**src/source/layer_exec_pkg.sv**
```systemverilog
`default_nettype none

package layer_exec_pkg;

  // ========================================
  // Datapath geometry
  // ========================================

  // int8 channels packed in one feature word
  localparam int LANES  = 16;
  localparam int DATA_W = 8;
  localparam int ACC_W  = 32;

  // One feature buffer word, lane 0 in the low byte
  typedef logic [LANES*DATA_W-1:0] feat_word_t;

  // Lane sums, lane 0 in the low 32 bits
  typedef logic [LANES*ACC_W-1:0] acc_vec_t;

  // ========================================
  // Quantization and layer shape
  // ========================================

  typedef logic signed [15:0] quant_mult_t;
  typedef logic        [5:0]  quant_shift_t;
  typedef logic signed [7:0]  quant_zp_t;

  typedef logic [10:0] chan_cnt_t;
  typedef logic [7:0]  dim_t;

  // Layer type codes as seen on the command port
  typedef enum logic [2:0] {
    LAYER_CONV = 3'd0,
    LAYER_DW   = 3'd1,
    LAYER_PW   = 3'd2,
    LAYER_AP   = 3'd3,
    LAYER_FC   = 3'd4
  } layer_type_t;

endpackage

`default_nettype wire

```
**src/source/layer_sequencer.sv**
```systemverilog
`timescale 1ns/100ps
`default_nettype none

module layer_sequencer (
  input  wire                         CLK,
  input  wire                         RESETn,
  input  wire                         start,
  input  wire layer_exec_pkg::layer_type_t layer_type,
  output logic                        ap_start,
  input  wire                         layer_done_wr,
  output logic                        done
);
  import layer_exec_pkg::*;

  typedef enum logic [1:0] {
    S_IDLE,
    S_RUN_AP,
    S_BYPASS
  } seq_state_t;

  seq_state_t state;
  seq_state_t state_nxt;
  logic       ap_go;
  logic       done_nxt;

  // ========================================
  // Next state
  // ========================================
  always_comb begin
    state_nxt = state;
    ap_go     = 1'b0;
    done_nxt  = 1'b0;
    case (state)
      S_IDLE: begin
        // Start is only looked at here
        if (start) begin
          if (layer_type == LAYER_AP) begin
            state_nxt = S_RUN_AP;
            ap_go     = 1'b1;
          end else begin
            // Compute paths for these types are not present
            state_nxt = S_BYPASS;
            done_nxt  = 1'b1;
          end
        end
      end
      S_RUN_AP: begin
        if (layer_done_wr) begin
          state_nxt = S_IDLE;
          done_nxt  = 1'b1;
        end
      end
      S_BYPASS: begin
        state_nxt = S_IDLE;
      end
      default: begin
        state_nxt = S_IDLE;
      end
    endcase
  end

  // Done and ap_start come out one cycle after their cause
  always_ff @(posedge CLK or negedge RESETn) begin
    if (!RESETn) begin
      state    <= S_IDLE;
      ap_start <= 1'b0;
      done     <= 1'b0;
    end else begin
      state    <= state_nxt;
      ap_start <= ap_go;
      done     <= done_nxt;
    end
  end

endmodule

`default_nettype wire

```
**config.mk**
```make
export PLATFORM = sky130hd
export DESIGN_NAME = layer_sequencer
export DESIGN_NICKNAME = d
export VERILOG_FILES = /design/src/source/layer_exec_pkg.sv /design/src/source/layer_sequencer.sv
export SDC_FILE = /design/constraint.sdc
export NUM_CORES = 1
export LEC_CHECK = 0
export ABC_AREA = 1
export BUFFER_PORTS_ARGS = -buffer_cell sky130_fd_sc_hd__buf_2
export CORE_AREA = 3 3 40 42
export DETAILED_ROUTE_END_ITERATION = 7
export DIE_AREA = 0 0 43 45
export SETUP_SLACK_MARGIN = 0.1
export SYNTH_ARGS = -nofsm -noshare
export SYNTH_HDL_FRONTEND = slang
export SYNTH_SLANG_ARGS = --single-unit
```
**constraint.sdc**
```tcl
create_clock -name CLK -period 1.6 [get_ports CLK]
set_input_delay 0.08 -clock CLK [delete_from_list [all_inputs] [get_ports CLK]]
set_output_delay 0.08 -clock CLK [all_outputs]
set_load 0.01 [all_outputs]
```
==> flow_summary.ini <==
[grt]
grtUsageTotal_pct = 5.184
grt_overflow = 0
grt_pass1_wl_um = 621
antenna_found_initial = 0
grt_pass1_vias = 158
grt_max_degree = 5

[clocking]
ctsResizeCount = 0
clockRootBuffer = clkbuf_4
cts-htree-levels = 1
cts_tree = built
clock_path_buffers = 2
cts_made_buffers = 3
cts_num_sinks = 4
clkTransAtPathRegs_ps = 40
clkLatencyLatePin_ps = 240

[timing]
setup_violations = 0
period_needed_ps = 794.1
setup_tns_ps = 0
rsz0062_at_grt = no
final-max-slew-violation-count = 0
post-route-period-util_pct = 49.63
max_clock_freq_ghz = 1.259
holdWs_ps = 115.2
hold_violations = 0
skew_ps = 5.610
tightest_slew_ps = 100.1
relSlewSlack_pct = 93.33

[place]
placed_area_sq_um = 226.5
gp_congestion = 0.5717
hpwl_um = 287.9
port_buffers = 8

[cells_and_area]
area_delta_synth_final_pct = 54.48
fin_nets = 40
final_area_sq_um = 259.0
diodes = 0
drive_gt1_share_pct = 38.71

[critical_path]
slowest_delay_ps = 390
crit_slowest_cell = dfrtp_1
reg2regPathDepth = 5
critPathArrivalTime_ps = 960
cp_max_fo = 3
critPathCaptureType = register
crit_chain = inv_1, nand2_1, nor2_2, nand2_1, nand2_1
startpoint = state[0]
r2r_setup_slack_ps = 810
path_common_cell = nand2_1
cp_data_required_time_ps = 1770
crit_type = reg -> reg
crit_buf_inv = 1
reg2reg_to = done
cp-start-kind = register
crit_family = flip-flops
cp.depth = 5
timing.rr.start = state[0]

[pwr]
p_sw_share_pct = 22.62
power.switching_uw = 60.38
powerDensity_nw_per_um2 = 1031
combPwrFrac_pct = 10.8
p_clk_share_pct = 47.5
p_seq_share_pct = 41.6
internal_power_uw = 206.6
ir_drop_v = 0.0001790
power_leakage_uw = 0.0001548

[flow_run]
maxCapViolations = 0

[floorplanning]
pin_count = 9
dieWidth_um = 43
rows = 13
initial_core_util_pct = 13.05
core_sq_um = 1285
die_area_sq_um = 1935
die-height_um = 45

[synthesis]
syn-cell-area_sq_um = 167.7
synth.most_common_cell = nand2_1
ys_seq_area_share_pct = 59.70
synth_cell_type_count = 7
ys_seq_elements = 4
syn-mean-instance-area_sq_um = 8.824
yosysWarnings = 0
synthArstFlopShare_pct = 100.0
yosysTopAreaCell = dfrtp_1
synthTopCellsByArea = dfrtp_1, nand2_1, inv_1
netlist_top_cells_count = nand2_1, dfrtp_1, inv_1, nand3b_1
synth_top_area_share_pct = 59.70
synth_top_flop_cell = dfrtp_1
synth_edf_count = 0
netlist_instances = 19
syn-num-nets = 26

[min_path]
hold_depth = 3
min-delay-start = layer_done_wr
min_path_type = in -> reg
min_to = state[0]

[route]
drtPass1Iterations = 1
routedWlPerCell_um = 7.674
routed_wirelength_um = 353
ant_nets = 0
vias = 163
vias_per_cell = 3.543
drt-initial-drc-count = 0
drc = 0

[outcome]
status = complete, no violations
## cells in the final DEF (no fill, tap or decap)
cell | Yosys | routed
inv_1 | 4 | 4
buf_2 | 0 | 8
nor2_1 | 1 | 1
nor2_2 | 1 | 1
dfrtp_1 | 4 | 4
clkbuf_4 | 0 | 3
nand3b_1 | 2 | 2
dlygate4sd3_1 | 0 | 1
nand3_1 | 1 | 1
nand2_1 | 6 | 6
## registers in the layout (all words and copies together), names as in the netlist
register,flops
done,1
ap_start,1
state,2
## how the worst max path moves through the flow
stage | to | slack, ps
2_1_floorplan | state[0] | 880
3_3_place_gp | state[0] | 840
3_5_place_dp | done | 810
4_1_cts | done | 800
5_1_grt | done | 730
6_report | done | 810
## final cells by class
type / count / area [sq um]
inverter: 4 / 15.01
timing repair buffer: 9 / 50.05
tap: 15 / 18.77
multi-input combinational: 11 / 52.55
sequential: 4 / 100.1
fill: 144 / 1026
clock buffer: 3 / 22.52
## kinds of logic (layout without fill, tap and decap cells)
| family | Yosys count | in the layout | share of synthesized area, % |
|---|---|---|---|
| DFF | 4 | 4 | 59.70 |
| buffers and inverters | 4 | 16 | 8.953 |
| and+or+nand+nor | 11 | 11 | 31.34 |
## layer usage
metal | vias to the layer above | part of all wire [%] | GRT usage [%] | wire length (um)
li1 | 81 | - | - | -
met1 | 72 | 31 | 4.390 | 110
met2 | 7 | 48 | 6.287 | 169
met3 | 3 | 13 | 4.382 | 45
met4 | 0 | 7.6 | 7.229 | 27
met5 | - | 0 | 0 | 0
## tightest hold or removal path, stage by stage
cell,delay [ps]
buf_2,80
nand3b_1,100
nand2_1,50
## timing repair
item,in CTS,in global routing
endpoints found under the hold margin,4,0
buffers inserted,0,0
endpoints found under the setup margin,0,0
hold buffers,1,0
## power by group through the flow
stage / clock (uW) / sequential (uW) / combinational [uW]
after floorplan: 0 / 114 / 10.9
after global placement: 0 / 113 / 26.9
after detailed placement: 0 / 113 / 27.7
after CTS: 133 / 111 / 29.6
after global routing: 141 / 112 / 34.1
final: 127 / 111 / 28.9
## stage by stage
stage,std cells,setup slack [ps],util (%),power (uW)
final,46,805.9,20.16,266.9
after global routing,46,729.6,20.16,287.5
after CTS,46,797.1,20.16,274.1
after detailed placement,42,813.1,17.62,140.3
after global placement,42,838.3,17.62,139.7
after floorplan,19,881.2,-,125.3
Note: power is estimated with default switching activity, not from simulation.
