`config.mk`:
```
export PLATFORM = sky130hd
export DESIGN_NAME = gap_accumulator_flat
export DESIGN_NICKNAME = d
export VERILOG_FILES = /design/src/source/layer_exec_pkg.sv /design/src/source/acc_stream_if.sv /design/src/source/gap_accumulator.sv /design/src/flat_wrapper.sv
export SDC_FILE = /design/constraint.sdc
export NUM_CORES = 2
export LEC_CHECK = 0
export ABC_CLOCK_PERIOD_IN_PS = 53700
export BUFFER_PORTS_ARGS = -buffer_cell sky130_fd_sc_hd__buf_2
export CAP_MARGIN = 20
export CORE_MARGIN = 4
export CORE_UTILIZATION = 31
export DETAILED_ROUTE_END_ITERATION = 16
export GPL_TIMING_DRIVEN = 0
export SLEW_MARGIN = 20
export SYNTH_ARGS = -nofsm -noshare
export SYNTH_HDL_FRONTEND = slang
export SYNTH_SLANG_ARGS = --single-unit
```
`constraint.sdc`:
```
create_clock -name CLK -period 53.7 [get_ports CLK]
set_clock_uncertainty 0.1 [all_clocks]
set_input_delay 0 -clock CLK [delete_from_list [all_inputs] [get_ports CLK]]
set_output_delay 0 -clock CLK [all_outputs]
set_load 0.01 [all_outputs]
```
`src/source/layer_exec_pkg.sv`:
```
`default_nettype none

package layer_exec_pkg;

  // ========================================
  // Datapath geometry
  // ========================================

  // int8 channels packed in one feature word
  localparam int LANES  = 16;
  localparam int DATA_W = 8;
  localparam int ACC_W  = 32;

  // One feature buffer word, lane 0 in the low byte
  typedef logic [LANES*DATA_W-1:0] feat_word_t;

  // Lane sums, lane 0 in the low 32 bits
  typedef logic [LANES*ACC_W-1:0] acc_vec_t;

  // ========================================
  // Quantization and layer shape
  // ========================================

  typedef logic signed [15:0] quant_mult_t;
  typedef logic        [5:0]  quant_shift_t;
  typedef logic signed [7:0]  quant_zp_t;

  typedef logic [10:0] chan_cnt_t;
  typedef logic [7:0]  dim_t;

  // Layer type codes as seen on the command port
  typedef enum logic [2:0] {
    LAYER_CONV = 3'd0,
    LAYER_DW   = 3'd1,
    LAYER_PW   = 3'd2,
    LAYER_AP   = 3'd3,
    LAYER_FC   = 3'd4
  } layer_type_t;

endpackage

`default_nettype wire

```
`src/source/acc_stream_if.sv`:
```
`timescale 1ns/100ps
`default_nettype none

// Finished block sums, accumulator to requantizer
interface acc_stream_if #(
  parameter int ADDR_W = 16
);
  import layer_exec_pkg::*;

  logic              valid;
  acc_vec_t          sums;
  logic [ADDR_W-1:0] block_idx;
  logic              last;

  // No ready signal, the sink takes every pulse
  modport source (output valid, output sums, output block_idx, output last);
  modport sink   (input valid, input sums, input block_idx, input last);

endinterface

`default_nettype wire

```
`src/source/gap_accumulator.sv`:
```
`timescale 1ns/100ps
`default_nettype none

module gap_accumulator #(
  parameter int ADDR_W = 16
) (
  input  wire                          CLK,
  input  wire                          RESETn,
  input  wire                          ap_start,
  input  wire layer_exec_pkg::chan_cnt_t  cin,
  input  wire layer_exec_pkg::dim_t       img_w,
  input  wire layer_exec_pkg::dim_t       img_h,
  output logic                         feat_rd_en,
  output logic [ADDR_W-1:0]            feat_rd_addr,
  input  wire layer_exec_pkg::feat_word_t feat_rd_data,
  input  wire                          feat_rd_valid,
  acc_stream_if.source                 acc
);
  import layer_exec_pkg::*;

  // Up to 128 blocks for an 11-bit channel count
  localparam int BLK_W = 8;
  localparam int PIX_W = 2 * $bits(dim_t);

  typedef enum logic [1:0] {
    G_IDLE,
    G_ISSUE,
    G_WAIT
  } gap_state_t;

  gap_state_t        state;
  logic [BLK_W-1:0]  n_blocks;
  logic [BLK_W-1:0]  blk;
  logic [PIX_W-1:0]  n_pix;
  logic [PIX_W-1:0]  pix;
  logic [ADDR_W-1:0] pix_base;
  logic              last_pix;
  logic              last_blk;
  logic              beat;
  acc_vec_t          sums;
  acc_vec_t          sums_nxt;

  assign last_pix = (pix == n_pix - 1'b1);
  assign last_blk = (blk == n_blocks - 1'b1);
  assign beat     = (state == G_WAIT) && feat_rd_valid;

  // ========================================
  // Read requests
  // ========================================

  // Word for pixel p, block b sits at p*blocks + b
  assign feat_rd_en   = (state == G_ISSUE);
  assign feat_rd_addr = pix_base + ADDR_W'(blk);

  always_ff @(posedge CLK or negedge RESETn) begin
    if (!RESETn) begin
      state     <= G_IDLE;
      n_blocks  <= '0;
      n_pix     <= '0;
      blk       <= '0;
      pix       <= '0;
      pix_base  <= '0;
      acc.valid <= 1'b0;
    end else begin
      acc.valid <= 1'b0;
      case (state)
        G_IDLE: begin
          if (ap_start) begin
            n_blocks <= BLK_W'((12'(cin) + 12'd15) >> 4);
            n_pix    <= img_w * img_h;
            blk      <= '0;
            pix      <= '0;
            pix_base <= '0;
            state    <= G_ISSUE;
          end
        end
        G_ISSUE: begin
          // One outstanding read at a time
          state <= G_WAIT;
        end
        G_WAIT: begin
          if (feat_rd_valid) begin
            if (last_pix) begin
              acc.valid <= 1'b1;
              pix       <= '0;
              pix_base  <= '0;
              if (last_blk) begin
                state <= G_IDLE;
              end else begin
                blk   <= blk + 1'b1;
                state <= G_ISSUE;
              end
            end else begin
              pix      <= pix + 1'b1;
              pix_base <= pix_base + ADDR_W'(n_blocks);
              state    <= G_ISSUE;
            end
          end
        end
        default: begin
          state <= G_IDLE;
        end
      endcase
    end
  end

  // ========================================
  // Lane sums
  // ========================================
  always_comb begin
    for (int l = 0; l < LANES; l++) begin
      sums_nxt[l*ACC_W +: ACC_W] = sums[l*ACC_W +: ACC_W]
                                 + ACC_W'($signed(feat_rd_data[l*DATA_W +: DATA_W]));
    end
  end

  always_ff @(posedge CLK) begin
    if ((state == G_IDLE) && ap_start) begin
      sums <= '0;
    end else if (beat) begin
      if (last_pix) begin
        // Hand the block over and start the next one from zero
        acc.sums      <= sums_nxt;
        acc.block_idx <= ADDR_W'(blk);
        acc.last      <= last_blk;
        sums          <= '0;
      end else begin
        sums <= sums_nxt;
      end
    end
  end

endmodule

`default_nettype wire

```
`src/flat_wrapper.sv`:
```
// flat-port wrapper written by rule: the top's interface ports become plain ports
module gap_accumulator_flat import layer_exec_pkg::*;
#(
  parameter int ADDR_W = 16
)
  (CLK, RESETn, ap_start, cin, img_w, img_h, feat_rd_en, feat_rd_addr, feat_rd_data, feat_rd_valid, acc_valid, acc_sums, acc_block_idx, acc_last);
  acc_stream_if #(.ADDR_W(ADDR_W)) acc_i ();
  input  wire CLK;
  input  wire RESETn;
  input  wire ap_start;
  input  wire layer_exec_pkg::chan_cnt_t cin;
  input  wire layer_exec_pkg::dim_t img_w;
  input  wire layer_exec_pkg::dim_t img_h;
  output logic feat_rd_en;
  output logic [ADDR_W-1:0] feat_rd_addr;
  input  wire layer_exec_pkg::feat_word_t feat_rd_data;
  input  wire feat_rd_valid;
  output wire logic [$bits(acc_i.valid)-1:0] acc_valid;
  output wire logic [$bits(acc_i.sums)-1:0] acc_sums;
  output wire logic [$bits(acc_i.block_idx)-1:0] acc_block_idx;
  output wire logic [$bits(acc_i.last)-1:0] acc_last;
  assign acc_valid = acc_i.valid;
  assign acc_sums = acc_i.sums;
  assign acc_block_idx = acc_i.block_idx;
  assign acc_last = acc_i.last;
  gap_accumulator #(.ADDR_W(ADDR_W)) u_core (.CLK(CLK), .RESETn(RESETn), .ap_start(ap_start), .cin(cin), .img_w(img_w), .img_h(img_h), .feat_rd_en(feat_rd_en), .feat_rd_addr(feat_rd_addr), .feat_rd_data(feat_rd_data), .feat_rd_valid(feat_rd_valid), .acc(acc_i));
endmodule
```
==> summary.txt <==
Run status
  • Status: completed

Setup path
  • Cell depth of the worst flop-to-flop path: 12
  • Crit Path Class: reg2reg
  • FF-to-FF setup slack: a little under 50,000 ps
  • CP arrival: 5520 ps
  • RR Startpoint: u_core.n_pix[0]
  • Req. time, crit path: around 54,000 ps
  • Crit-path max FO: 10
  • Worst setup SP type: flop
  • CP endpoint kind: flop
  • RR Endpoint: u_core.sums[193]

Clocking
  • CTS buffer count: approximately 140
  • Post-CTS sizing: 0
  • CTS tree: done
  • Root buf cell: clkbuf_16
  • Reg clk slew, reported paths: 60 ps
  • CTS HTree Levels: 4
  • Later-pin clock latency in the skew report: 790 ps
  • Sink Count: ~1,100
  • CTS Buffer Depth: 3

Routing
  • DR DRC count: 0
  • Drt first pass iters: 8
  • Vias per Instance: between 5 and 6
  • DRT iter0 DRCs: 2,709
  • Final wirelength: ~190,000 microns
  • Routed Antenna Nets: 0
  • Total number of vias: around 50,000
  • Mean routed wirelength per cell: just under 20 microns

Floorplan
  • Cell row count: around 160
  • Die Height: ~450 microns
  • CORE AREA: a little under 0.2 sq mm
  • DIE AREA: 0.2042 sq mm
  • Die Wd: approximately 450 microns
  • Initial Util: 0.3126
  • I/O pins: 706

Synth
  • Syn avg cell area: 10.65 sq um
  • Synthesized instance count: around 5,700
  • Ys flop type: edfxtp_1
  • Largest cells by area after synthesis: edfxtp_1 26%, dfxtp_1 17%, ha_1 11%, a22o_1 7.0%, xnor2_1 5.1%
  • Cell Area, Synth: ~0.061 sq mm
  • Dominant cell type by area after synthesis: edfxtp_1
  • Number of flops mapped to enable cells by yosys: around 520
  • Synth unique cells: 87
  • Synth async-reset ratio: 0.06091
  • Area share of the largest cell type after synthesis: 0.2561
  • Yosys warns: 0
  • #FFs+latches synth: ~1,100
  • Register area share after synthesis: 0.4514

Timing
  • Setup TNS: 0 ps
  • # setup viols final: 0
  • Slew @ Worst Pin: between 1000 and 1500 ps
  • Clock period minus worst slack: about 5000 ps
  • Unrepaired setup endpoints after global routing: no
  • Final period utilization: 0.09310
  • Fmax: 0.2000 GHz
  • Slew headroom: 0.2895
  • Worst setup margin: 48,700 ps
  • Final Max Slew Viols: 0
  • Fin. Hold Viols: 0

Global route
  • GR Util met3: 0.04030
  • GR Util All Layers: 0.1768
  • Initial antenna violation count: 25
  • Met1 Track Usage GR: 0.2085
  • Remaining global-route overflow: 0
  • Busiest grt layer: met2
  • Global-route wire length before repair: 282,900 microns
  • Largest net degree at the start of global routing: 45
  • Vias in the first global route: about 48,000
  • Met2 Usage GRT: 0.2935

Worst hold path
  • Hold path cells: 4
  • HP Class: in2reg
  • HP Start: cin[10]
  • Hold endpoint: u_core.n_blocks[6]

Place
  • IO Port Bufs: between 600 and 700
  • GP Congestion: between 0.8 and 0.9
  • Worst slack at placement: between 40,000 and 50,000 ps
  • Final HPWL DP: approximately 140,000 microns

Final layout
  • Nets: between 7,000 and 8,000
  • P&R area growth vs syn: 23.63%
  • Most common cell after layout, fill and taps aside: buf_2
  • Commonest cells after routing, fill and taps aside: 706 x buf_2, 552 x ha_1, 521 x edfxtp_1
  • Proportion of layout cells with a drive suffix above 1: 0.1491

Power
  • Pwr dens: 47.22 mW/mm^2
  • LEAKAGE: ~33 nW
  • VDD IR max: between 0.02 and 0.03 mV

Job
  • Max-cap violation count: 0
## critical path, stage by stage, from the launching register on
cell      delay (ps)
dfrtp_1          440
inv_1            100
ha_1             260
or4b_1           550
o41ai_1          450
nand3_1          150
nor4_2           320
nand3b_1         120
or3_1            430
nand2_1          470
buf_2            480
buf_2            730
o22ai_1          190
## cell families (layout without fill, tap and decap cells)
family / count (synthesis) / after routing / synth area share
xor+xnor: 546 / 546 / 0.07829
other cells: 1 / 22 / 0.00006140
mux: 8 / 8 / 0.001352
fa+ha+maj: 606 / 606 / 0.1308
simple gates: 1168 / 1168 / 0.09419
buf+inv: 406 / 1606 / 0.02581
compound gates: 1899 / 1899 / 0.2181
flops: 1100 / 1100 / 0.4514
## per-layer routing
metal	part of all wire	vias to the layer above	wire length, microns
met5	0.00036	-	68
met4	0.066	10	12260
met3	0.054	352	10000
met2	0.47	1070	87280
met1	0.41	23506	77200
li1	-	23795	-
## how the worst max path moves through the flow
stage / start / end / slack (ps) / cells after the start
floorplan: u_core.n_pix[0] / u_core.acc.block_idx[0] / 28180 / 9
CTS: u_core.n_pix[0] / u_core.sums[193] / 48470 / 12
global route: u_core.n_pix[0] / u_core.sums[481] / 48340 / 12
finish: u_core.n_pix[0] / u_core.sums[193] / 48700 / 12
detailed placement: u_core.n_pix[0] / u_core.sums[193] / 48480 / 12
global placement: u_core.n_pix[0] / u_core.acc.sums[88] / 14680 / 9
## power breakdown
part	internal, mW	switching, mW	leakage (nW)
Clock	0.589	0.390	2.33
Sequential	1.08	0.0790	9.79
Combinational	0.605	0.827	20.4
## per-stage QoR
step / power [mW] / utilization / area (sq um) / std cells / hold WS [ps]
after floorplan: 2.194 / - / 61110 / 5741 / -395.6
after global placement: 2.525 / 0.3474 / 67880 / 9062 / 132.5
after detailed placement: 2.555 / 0.3505 / 68490 / 9089 / -162.3
after CTS: 3.600 / 0.3863 / 75470 / 9564 / 2.869
after global routing: 3.813 / 0.3864 / 75500 / 9576 / 38.83
final: 3.566 / 0.3865 / 75510 / 9579 / 77.54
## cell type report
cell class                 instances  area, sq um
clock inverter                    70        938.4
buffer                           172        709.4
fill                           19169       119900
timing repair buffer             945         6295
antenna                           14        35.03
inverter                         234        878.3
tap                             2624         3283
sequential                      1100        27570
clock buffer                     185         3832
multi-input combinational       4235        31970
## cells in the mapped netlist (14+ instances only)
cell type / number
fa_1: 54
nor3_1: 76
edfxtp_1: 521
clkbuf_1: 150
nand4_1: 44
dfrtp_1: 67
nand2b_1: 55
and4_1: 19
a22o_1: 485
inv_1: 234
xnor2_1: 354
a21boi_0: 18
o31a_1: 19
o21bai_1: 59
nand2_1: 304
xor2_1: 192
o21a_1: 78
dfxtp_1: 512
o22ai_1: 18
nor2b_1: 58
ha_1: 552
or3_1: 31
a31o_2: 14
a21o_1: 191
nand3_1: 103
o211ai_1: 43
a21oi_1: 423
and2_1: 74
or2_2: 18
a31oi_1: 55
o21ai_0: 269
and3_1: 50
a211oi_1: 62
o31ai_1: 25
nor2_1: 284
## timing repair
action / in CTS / in global routing
hold endpoints to repair: 608 / 0
hold buffers: 220 / 0
setup buffers: 0 / 0
## sequential cells by signal (all words and copies together) (netlist names)
signal and flops:
u_core.pix_base 16, u_core.n_blocks 8, u_core.pix 16, u_core.state 2
u_core.blk 8, u_core.n_pix 16, u_core.sums 512, u_core.acc.last 1
u_core.acc.sums 512, u_core.acc.block_idx 8, u_core.acc.valid 1
(Power assumes the default switching activity.)
